<file path="config.mk">
export PLATFORM = sky130hd
export DESIGN_NAME = mdu_top
export DESIGN_NICKNAME = d
export VERILOG_FILES = /design/src/mdu_pkg.sv /design/src/mdu_mul.sv /design/src/mdu_div.sv /design/src/mdu_top.sv
export SDC_FILE = /design/constraint.sdc
export NUM_CORES = 2
export LEC_CHECK = 0
export BUFFER_PORTS_ARGS = -buffer_cell sky130_fd_sc_hd__buf_2
export CAP_MARGIN = 20
export CORE_MARGIN = 2
export CORE_UTILIZATION = 60
export DETAILED_ROUTE_END_ITERATION = 7
export GPL_TIMING_DRIVEN = 0
export PLACE_DENSITY = 0.89
export SKIP_LAST_GASP = 1
export SYNTH_ARGS = -nofsm -noshare
export SYNTH_HDL_FRONTEND = slang
export SYNTH_SLANG_ARGS = --single-unit
</file>
<file path="constraint.sdc">
create_clock -name clk -period 17.8 [get_ports clk]
set_input_delay 3.56 -clock clk [delete_from_list [all_inputs] [get_ports clk]]
set_output_delay 3.56 -clock clk [all_outputs]
set_load 0.005 [all_outputs]
</file>
<file path="src/mdu_pkg.sv">
//--------------------
// Operand width is fixed at 32 bits
// Op codes follow the RISC-V M-extension funct3 field
//--------------------
package mdu_pkg;

    typedef logic [31:0] mdu_data_t;

    // funct3 encoding of the M extension
    typedef enum logic [2:0] {
        OP_MUL    = 3'b000,
        OP_MULH   = 3'b001,
        OP_MULHSU = 3'b010,
        OP_MULHU  = 3'b011,
        OP_DIV    = 3'b100,
        OP_DIVU   = 3'b101,
        OP_REM    = 3'b110,
        OP_REMU   = 3'b111
    } mdu_op_e;

    typedef struct packed {
        mdu_op_e   op;
        mdu_data_t rs1;
        mdu_data_t rs2;
    } mdu_req_t;

    // One-hot multiplier states
    typedef enum logic [2:0] {
        MS_IDLE = 3'b100,
        MS_MUL  = 3'b010,
        MS_DONE = 3'b001
    } mul_state_e;

    typedef enum logic [1:0] {
        DS_IDLE,
        DS_ITER,
        DS_FIX,
        DS_DONE
    } div_state_e;

    // Shift-and-subtract steps per division
    localparam int DIV_ITERS = 32;

endpackage

</file>
<file path="src/mdu_mul.sv">
//--------------------
// Done rises one edge after the start edge and holds under stall
// start must only be raised when the caller accepts a request
//--------------------
`timescale 1ns/1ps

module mdu_mul
    import mdu_pkg::*;
(
    input  logic        clk,
    input  logic        rst_n,
    input  logic        flush,
    input  logic        stall,
    input  logic        start,
    input  logic        a_signed,
    input  logic        b_signed,
    input  mdu_data_t   a,
    input  mdu_data_t   b,
    output logic [63:0] product,
    output logic        done
);

    mdu_data_t   a_abs;
    mdu_data_t   b_abs;
    logic        a_neg;
    logic        b_neg;
    logic        neg_r;
    logic [31:0] p_hh;
    logic [31:0] p_lh;
    logic [31:0] p_hl;
    logic [31:0] p_ll;
    logic [63:0] sum_abs;
    mul_state_e  state;
    mul_state_e  next;

    // Each operand has its own signedness for MULHSU
    assign a_neg = a_signed & a[31];
    assign b_neg = b_signed & b[31];
    assign a_abs = a_neg ? -a : a;
    assign b_abs = b_neg ? -b : b;

    assign sum_abs = {p_hh, 32'b0}
                   + {16'b0, p_lh, 16'b0}
                   + {16'b0, p_hl, 16'b0}
                   + {32'b0, p_ll};

    always_ff @(posedge clk) begin
        if (!rst_n) begin
            state <= MS_IDLE;
        end else begin
            state <= next;
        end
    end

    always_comb begin
        next = state;
        if (flush) begin
            next = MS_IDLE;
        end else begin
            unique case (state)
                MS_IDLE: begin
                    if (start) next = MS_MUL;
                end
                MS_MUL: begin
                    next = MS_DONE;
                end
                MS_DONE: begin
                    if (!stall) begin
                        next = start ? MS_MUL : MS_IDLE;
                    end
                end
                default: next = MS_IDLE;
            endcase
        end
    end

    always_ff @(posedge clk) begin
        if (!rst_n) begin
            done <= 1'b0;
        end else begin
            done <= (next == MS_DONE);
        end
    end

    // Stage one on entry to MUL, stage two on entry to DONE
    always_ff @(posedge clk) begin
        if (next == MS_MUL) begin
            p_hh  <= a_abs[31:16] * b_abs[31:16];
            p_lh  <= a_abs[15:0] * b_abs[31:16];
            p_hl  <= a_abs[31:16] * b_abs[15:0];
            p_ll  <= a_abs[15:0] * b_abs[15:0];
            neg_r <= a_neg ^ b_neg;
        end
        if (next == MS_DONE && state == MS_MUL) begin
            product <= neg_r ? -sum_abs : sum_abs;
        end
    end

endmodule

</file>
<file path="src/mdu_div.sv">
//--------------------
// Done rises 34 edges after the start edge and holds under stall
// Zero divisor and signed overflow take the same time
//--------------------
`timescale 1ns/1ps

module mdu_div
    import mdu_pkg::*;
(
    input  logic      clk,
    input  logic      rst_n,
    input  logic      flush,
    input  logic      stall,
    input  logic      start,
    input  logic      is_signed,
    input  mdu_data_t a,
    input  mdu_data_t b,
    output mdu_data_t quotient,
    output mdu_data_t remainder,
    output logic      done
);

    div_state_e state;
    div_state_e next;
    logic       load;
    logic [5:0] cnt;

    // Raw operands from the start edge
    mdu_data_t  a_q;
    mdu_data_t  b_q;
    logic       sgn_q;

    logic       sa_r;
    logic       sb_r;
    logic       dz_r;
    mdu_data_t  dsr_r;
    mdu_data_t  rem_r;
    mdu_data_t  q_r;
    logic [32:0] rem_sh;
    logic [32:0] diff;

    assign rem_sh = {rem_r, q_r[31]};
    assign diff   = rem_sh - {1'b0, dsr_r};

    assign load = (next == DS_ITER) && (state != DS_ITER);
    assign done = (state == DS_DONE);

    always_ff @(posedge clk) begin
        if (!rst_n) begin
            state <= DS_IDLE;
        end else begin
            state <= next;
        end
    end

    always_comb begin
        next = state;
        if (flush) begin
            next = DS_IDLE;
        end else begin
            unique case (state)
                DS_IDLE: begin
                    if (start) next = DS_ITER;
                end
                DS_ITER: begin
                    if (cnt == 6'(DIV_ITERS)) next = DS_FIX;
                end
                DS_FIX: begin
                    next = DS_DONE;
                end
                DS_DONE: begin
                    if (!stall) begin
                        next = start ? DS_ITER : DS_IDLE;
                    end
                end
                default: next = DS_IDLE;
            endcase
        end
    end

    // First ITER cycle is setup, the next DIV_ITERS cycles iterate
    always_ff @(posedge clk) begin
        if (!rst_n) begin
            cnt <= '0;
        end else if (load) begin
            cnt <= '0;
        end else if (state == DS_ITER) begin
            cnt <= cnt + 6'd1;
        end
    end

    always_ff @(posedge clk) begin
        if (load) begin
            a_q   <= a;
            b_q   <= b;
            sgn_q <= is_signed;
        end else if (state == DS_ITER) begin
            if (cnt == '0) begin
                sa_r  <= sgn_q & a_q[31];
                sb_r  <= sgn_q & b_q[31];
                dz_r  <= (b_q == '0);
                q_r   <= (sgn_q & a_q[31]) ? -a_q : a_q;
                dsr_r <= (sgn_q & b_q[31]) ? -b_q : b_q;
                rem_r <= '0;
            end else if (!diff[32]) begin
                rem_r <= diff[31:0];
                q_r   <= {q_r[30:0], 1'b1};
            end else begin
                rem_r <= rem_sh[31:0];
                q_r   <= {q_r[30:0], 1'b0};
            end
        end else if (state == DS_FIX) begin
            // Overflow needs no special case, -(2^31) wraps to itself
            if (dz_r) begin
                quotient <= '1;
            end else begin
                quotient <= (sa_r ^ sb_r) ? -q_r : q_r;
            end
            // Remainder follows the dividend, also for a zero divisor
            remainder <= sa_r ? -rem_r : rem_r;
        end
    end

endmodule

</file>
<file path="src/mdu_top.sv">
//--------------------
// One request at a time, ignored while busy
// Multiply done after 2 cycles, divide after 35
//--------------------
`timescale 1ns/1ps

module mdu_top
    import mdu_pkg::*;
(
    input  logic      clk,
    input  logic      rst_n,
    input  mdu_req_t  req,
    input  logic      en,
    input  logic      stall,
    input  logic      flush,
    output mdu_data_t result,
    output logic      done,
    output logic      busy
);

    logic        accept;
    logic        start_mul;
    logic        start_div;
    logic        a_signed;
    logic        b_signed;
    logic        div_signed;
    logic        run_q;
    mdu_op_e     op_q;
    logic [63:0] product;
    logic        mul_done;
    mdu_data_t   quotient;
    mdu_data_t   remainder;
    logic        div_done;

    assign done = mul_done | div_done;
    assign busy = run_q & ~done;

    // New request when idle, or when the held result is released
    assign accept = en & ~flush & ((~busy & ~done) | (done & ~stall));

    // op[2] marks the divide group
    assign start_mul = accept & ~req.op[2];
    assign start_div = accept & req.op[2];

    always_comb begin
        a_signed   = 1'b0;
        b_signed   = 1'b0;
        div_signed = 1'b0;
        unique case (req.op)
            OP_MULH: begin
                a_signed = 1'b1;
                b_signed = 1'b1;
            end
            OP_MULHSU: a_signed = 1'b1;
            OP_DIV, OP_REM: div_signed = 1'b1;
            default: ;
        endcase
    end

    always_ff @(posedge clk) begin
        if (!rst_n) begin
            run_q <= 1'b0;
            op_q  <= OP_MUL;
        end else if (flush) begin
            run_q <= 1'b0;
        end else if (accept) begin
            run_q <= 1'b1;
            op_q  <= req.op;
        end else if (done) begin
            run_q <= 1'b0;
        end
    end

    always_comb begin
        unique case (op_q)
            OP_MUL:                       result = product[31:0];
            OP_MULH, OP_MULHSU, OP_MULHU: result = product[63:32];
            OP_DIV, OP_DIVU:              result = quotient;
            default:                      result = remainder;
        endcase
    end

    mdu_mul u_mul (
        .clk      (clk),
        .rst_n    (rst_n),
        .flush    (flush),
        .stall    (stall),
        .start    (start_mul),
        .a_signed (a_signed),
        .b_signed (b_signed),
        .a        (req.rs1),
        .b        (req.rs2),
        .product  (product),
        .done     (mul_done)
    );

    mdu_div u_div (
        .clk       (clk),
        .rst_n     (rst_n),
        .flush     (flush),
        .stall     (stall),
        .start     (start_div),
        .is_signed (div_signed),
        .a         (req.rs1),
        .b         (req.rs2),
        .quotient  (quotient),
        .remainder (remainder),
        .done      (div_done)
    );

endmodule

</file>
Yosys cells after proc, flatten, opt, wreduce, memory -nomap -nowiden
Cells that the tools add are included.
{"block": "op_classes", "add_sub_neg": 12, "n_mul": 4, "eq_ne": 20, "muxes": 27, "bitwise_logic": 23, "reduce_logical": 17}
{"op": "2-to-1 mux 32 bit", "n": 8}
{"op": "negation 32 bit", "n": 6}
{"op": "adder 64 x 48 -> 64 bit", "n": 2}
{"op": "multiplier 16 x 16 -> 32 bit", "n": 4}
{"op": "one-hot mux 32 bit (3 select lines)", "n": 1}
{"op": "adder 64 x 32 -> 64 bit", "n": 1}
{"op": "2-to-1 mux 64 bit", "n": 1}
{"op": "negation 64 bit", "n": 1}
{"op": "subtractor 33 x 32 -> 33 bit", "n": 1}
{"op": "zero test 32 bit", "n": 1}
{"op": "== test 3 x 2 -> 1 bit, second input constant", "n": 5}
{"op": "== test 3 bit, second input constant", "n": 5}
{"op": "== test 3 x 1 -> 1 bit, second input constant", "n": 4}
{"op": "2-to-1 mux 3 bit", "n": 4}
{"op": "bitwise AND 1 bit", "n": 11}
{"op": "OR reduction 2 bit", "n": 5}
{"op": "one-hot mux 3 bit (3 select lines)", "n": 1}
{"op": "2-to-1 mux 2 bit", "n": 4}
{"op": "inverter 1 bit", "n": 8}
{"op": "one-hot mux 2 bit (4 select lines)", "n": 1}
{"op": "2-to-1 mux 1 bit", "n": 7}
{"op": "adder 6 x 1 -> 6 bit, second input constant", "n": 1}
{"op": "== test 6 bit, second input constant", "n": 1}
{"op": "zero test 6 bit", "n": 1}
{"op": "other kinds (12)", "n": 19}
{"block": "totals", "register_bits": 437, "in_bits": 72, "out_inout_bits": 34, "wordCells": 126}

Depth between registers and ports, before layout
{"block": "logic_depth", "depth_word": 17, "mapped_depth": 36, "depth_no_buf": 35}

Cells and area by module
From an unflattened synthesis, not the netlist that was laid out.
{"block": "hier_totals", "hier_cells": 6182, "area_unflattened_um2": 58431.0}
{"mod": "mdu_mul", "instances": 1, "cells_each": 4898, "area_per_inst_um2": 44296.2, "seq_area_each_um2": 5875.6}
{"mod": "mdu_div", "instances": 1, "cells_each": 1147, "area_per_inst_um2": 12637.1, "seq_area_each_um2": 7006.7}
{"mod": "mdu_top", "instances": 1, "cells_each": 137, "area_per_inst_um2": 1497.7, "seq_area_each_um2": 80.1}

Worst setup path after synthesis
OpenSTA, ideal clock, no wires.
{"block": "synth_timing", "path_type": "input -> register", "startpoint": "input flush", "endpoint": "register u_mul.state[1]", "setup_ns": 0.134, "arrival_ns": 17.946, "required_ns": 17.666, "path_slack_ns": -0.280, "stages": 3, "n_path_buf": 0, "cell_sequence": "nand4b_1 nor4b_1 and2_1"}
{"block": "synth_between", "elab_chain_len": 8, "elab_cells_between_ends": 9, "cone_classes": "5 x mux; 4 x bitwise"}
{"element": "start, declared", "line": "mdu_top.sv:15", "source": "input logic flush,"}
{"element": "inverter 1 bit (no line)"}
{"element": "bitwise AND 1 bit (2 in series)", "line": "mdu_top.sv:39", "source": "assign accept = en & ~flush & ((~busy & ~done) | (done & ~stall));"}
{"element": "bitwise AND 1 bit", "line": "mdu_top.sv:42", "source": "assign start_mul = accept & ~req.op[2];"}
{"element": "2-to-1 mux 3 bit", "line": "mdu_mul.sv:69", "source": "next = start ? MS_MUL : MS_IDLE;"}
{"element": "2-to-1 mux 3 bit", "line": "mdu_mul.sv:68", "source": "if (!stall) begin"}
{"element": "one-hot mux 3 bit (3 select lines)", "line": "mdu_mul.sv:60", "source": "unique case (state)"}
{"element": "2-to-1 mux 3 bit (*)", "line": "mdu_mul.sv:57", "source": "if (flush) begin"}
{"element": "end signal, assigned", "line": "mdu_mul.sv:51", "source": "state <= next;"}
{"element": "end, declared", "line": "mdu_mul.sv:33", "source": "mul_state_e state;"}
Every way passes the cells marked *; elsewhere a longest branch is shown, timed or not.
A chain may end at the register's enable or synchronous reset.

Worst setup path after layout
{"block": "layout_timing", "startpoint": "input req[32] in the netlist's numbering", "endpoint": "register u_mul.p_hl[28], data pin"}
{"block": "layout_between", "elab_chain_len": 3}
{"element": "start, declared", "line": "mdu_top.sv:12", "source": "input mdu_req_t req,"}
{"element": "negation 32 bit", "line": "mdu_mul.sv:39", "source": "assign a_abs = a_neg ? -a : a;"}
{"element": "2-to-1 mux 32 bit", "line": "mdu_mul.sv:39"}
{"element": "multiplier 16 x 16 -> 32 bit", "line": "mdu_mul.sv:90", "source": "p_hl <= a_abs[31:16] * b_abs[15:0];"}
{"element": "end signal, assigned", "line": "mdu_mul.sv:90"}
{"element": "end, declared", "line": "mdu_mul.sv:30", "source": "logic [31:0] p_hl;"}
Every way passes these cells.

==> reports/metrics.yaml <==
status:
  status: "complete, no violations"
floorplanning:
  start_util: 0.6042
  core-area_um2: 96570
  core.rowCount: 114
  ios: 106
  fp.dieH_um: 315.8
  die_w_um: 315.8
  die-area_um2: 99750
global_route:
  grt.total_usage: 0.4163
  grt_first_pass_wirelength_mm: 301.6
  first_global_vias: 48060
  grt_max_degree: 73
  overflow: 0
  grt_antenna_before_repair: 21
sta:
  hold_viol: 0
  setup_violations: 0
  period_share: 0.8703
  max_freq_mhz: 64.55
  skew_ns: 0.02744
  drv_slew: 0
  setup_tns_ns: 0
  timing.hold.ws_ns: 0.5175
  grt_setup_unrepaired: "false"
  min_period_ns: 15.49
  worst_slew_pin_slew_ns: 1.327
  slew_headroom: 0.1123
logic_synthesis:
  synth_cells: 6277
  yosys_most_used_dff: "edfxtp_1"
  synthesis.area_um2: 58340
  ys_seq_area_frac: 0.2222
  ys_seq_elements: 437
  synth_edf_count: 421
  synth_nets: 7648
  synthArstFlopShare: 0
  synth_area_per_cell_um2: 9.294
  ys_warn_count: 0
  ys_types: 96
worst_setup_path:
  worst-path-max-fanout: 10
  slowest_delay_ns: 0.86
  path_class: "in2reg"
  cp_slowest_cell: "xor2_1"
  cp-start-kind: "input pin"
  r2r_setup_slack_ns: 12.60
  worst_setup_path_end_kind: "register"
  worstPathArrival_ns: 15.71
  crit_buf_inv: 9
  required_ns: 18.01
  crit_family: "adder cells"
  cp_common_cell: "fa_1"
route:
  drtPass1Iterations: 6
  wl_per_cell_um: 26.40
  vias: 47980
  via_per_inst: 6.147
  drc: 0
  drt-initial-drc-count: 4853
  wirelength_mm: 206.0
  ant_nets: 0
cts:
  cts_max_path_buffers: 3
  cts_setup_buffers: 0
  cts_tree: "built"
  cts_root_buf: "clkbuf_16"
  cts.hold.buffers_added: 0
  cts_made_buffers: 38
  clk_pin_slew_ns: 0.07
  cts_sinks: 437
  cts-resized-gates: 0
  clk-insertion-delay-late_ns: 0.58
  h-tree-depth: 2
placed_design:
  numPortBuffers: 105
  dp_hpwl_mm: 170.4
  place_congestion: 1.063
job:
  max_cap_viol_count: 0
layout:
  fillers: 7745
  drive_gt1_frac: 0.05136
  area_growth_syn_to_layout_pct: 7.386
  nets: 7865
hold_path:
  hold_class: "reg2reg"
[cells in the final DEF, fill, tap and decap left out, types with 16 or more instances in the layout]
| master | count |
|---|---|
| inv_1 | 1011 |
| fa_1 | 810 |
| nor2_1 | 766 |
| nand2_1 | 741 |
| ha_1 | 489 |
| edfxtp_1 | 421 |
| xnor2_1 | 301 |
| a21oi_1 | 243 |
| clkbuf_1 | 231 |
| o21ai_0 | 184 |
| xor2_1 | 148 |
| buf_2 | 115 |
| a21o_1 | 80 |
| nand3_1 | 69 |
| nor3_1 | 68 |
| nand2b_1 | 65 |
| a211oi_1 | 58 |
| buf_4 | 45 |
| o31ai_1 | 41 |
| o21bai_1 | 40 |
| clkbuf_16 | 39 |
| mux2i_1 | 38 |
| a221oi_1 | 36 |
| nor4_1 | 29 |
| nand4_1 | 26 |
| and3_1 | 23 |
| o21a_1 | 20 |
| or4_1 | 19 |
| a31oi_1 | 19 |
| o21ai_1 | 19 |
| buf_6 | 19 |
| nor2b_1 | 18 |
| and2_1 | 18 |
| or3_1 | 18 |
| o41ai_1 | 18 |
| dfxtp_1 | 16 |
[metal layers]
layer / vias up / wire, um / global-route usage
li1: 20690 / - / -
met1: 23420 / 70140 / 0.4853
met4: 18 / 20950 / 0.3412
met3: 931 / 24830 / 0.1314
met2: 2921 / 89980 / 0.6335
met5: - / 124 / 0
[flip-flops by register name, indices dropped and copies added, names as in the netlist, 2 cells and up]
register         cells
u_div.b_q           32
u_div.remainder     32
u_div.quotient      32
u_div.q_r           32
u_mul.p_lh          32
op_q                 3
u_mul.p_hh          32
u_div.cnt            6
u_mul.state          3
u_mul.p_ll          32
u_div.a_q           32
u_div.dsr_r         32
u_div.rem_r         32
u_mul.p_hl          32
u_mul.product       64
u_div.state          2
[final timing paths]
path	start	end	cells past startpoint
max	req[32]	u_mul.p_hl[28]	36
min	u_mul.p_ll[0]	u_mul.product[0]	0
max reg2reg	u_mul.p_ll[17]	u_mul.product[60]	15
min reg2reg	u_mul.p_ll[0]	u_mul.product[0]	0
[final cells by class]
type | count | area (um^2) | area share
timing repair buffer | 177 | 1231 | 0.01965
buffer | 247 | 965.9 | 0.01542
inverter | 1014 | 3806 | 0.06075
tap | 1276 | 1597 | 0.02548
antenna | 7 | 17.52 | 0.0002796
clock buffer | 44 | 1005 | 0.01604
multi-input combinational | 4579 | 40720 | 0.6499
clock inverter | 24 | 346.6 | 0.005532
sequential | 437 | 12960 | 0.2069
[cell usage after synthesis (26+ instances only)]
library cell  count  area (um^2)
inv_1          1011         3795
a221oi_1         36        315.3
o21ai_0         184        920.9
fa_1            810        16220
nor2_1          766         2875
a21oi_1         243         1216
xor2_1          154         1349
a21o_1           80        600.6
mux2i_1          38        380.4
ha_1            489         6118
nand4_1          26        162.7
clkbuf_1        228        855.8
nand2b_1         65        406.6
o31ai_1          41        307.8
o21bai_1         40        300.3
a211oi_1         58        435.4
xnor2_1         305         2671
nand3_1          69        345.3
nand2_1         741         2781
nor4_1           29        181.4
edfxtp_1        421        12640
nor3_1           69        345.3
[worst register-to-register path, stage by stage, from the launching register on]
cell	delay, ns
edfxtp_1	0.41
fa_1	0.51
ha_1	0.26
fa_1	0.48
a21o_1	0.23
a41o_1	0.27
a211oi_4	0.39
o21ai_4	0.14
a31oi_4	0.27
o311ai_1	0.13
a21oi_1	0.43
nand3b_1	0.30
nor4b_4	0.49
nand4b_4	0.21
o31ai_2	0.28
xor2_1	0.11
[cell families (layout without fill, tap and decap cells)]
kind of cell | count (synthesis) | in the layout | share of synthesized area
DFF | 437 | 437 | 0.2222
AOI/OAI and AO/OA | 848 | 848 | 0.09441
and+or+nand+nor | 1932 | 1932 | 0.1428
buffers and inverters | 1261 | 1506 | 0.08173
muxes | 40 | 40 | 0.006906
other | 0 | 7 | 0
adders and majority gates | 1299 | 1299 | 0.3828
xor gates and xnor gates | 460 | 460 | 0.06919
[per-stage QoR]
step | utilization | cells | setup slack [ns] | cell area (um^2)
final | 0.6488 | 7805 | 2.308 | 62650
after global placement | 0.6262 | 7658 | 1.562 | 60470
after detailed placement | 0.6341 | 7724 | 2.205 | 61240
after CTS | 0.6481 | 7792 | 2.729 | 62590
after floorplan | - | 6277 | 5.814 | 58350
after global routing | 0.6487 | 7801 | 2.022 | 62640
Power is not shown: default switching activity piles up to over one toggle a cycle in this logic, so the estimate is an artifact.
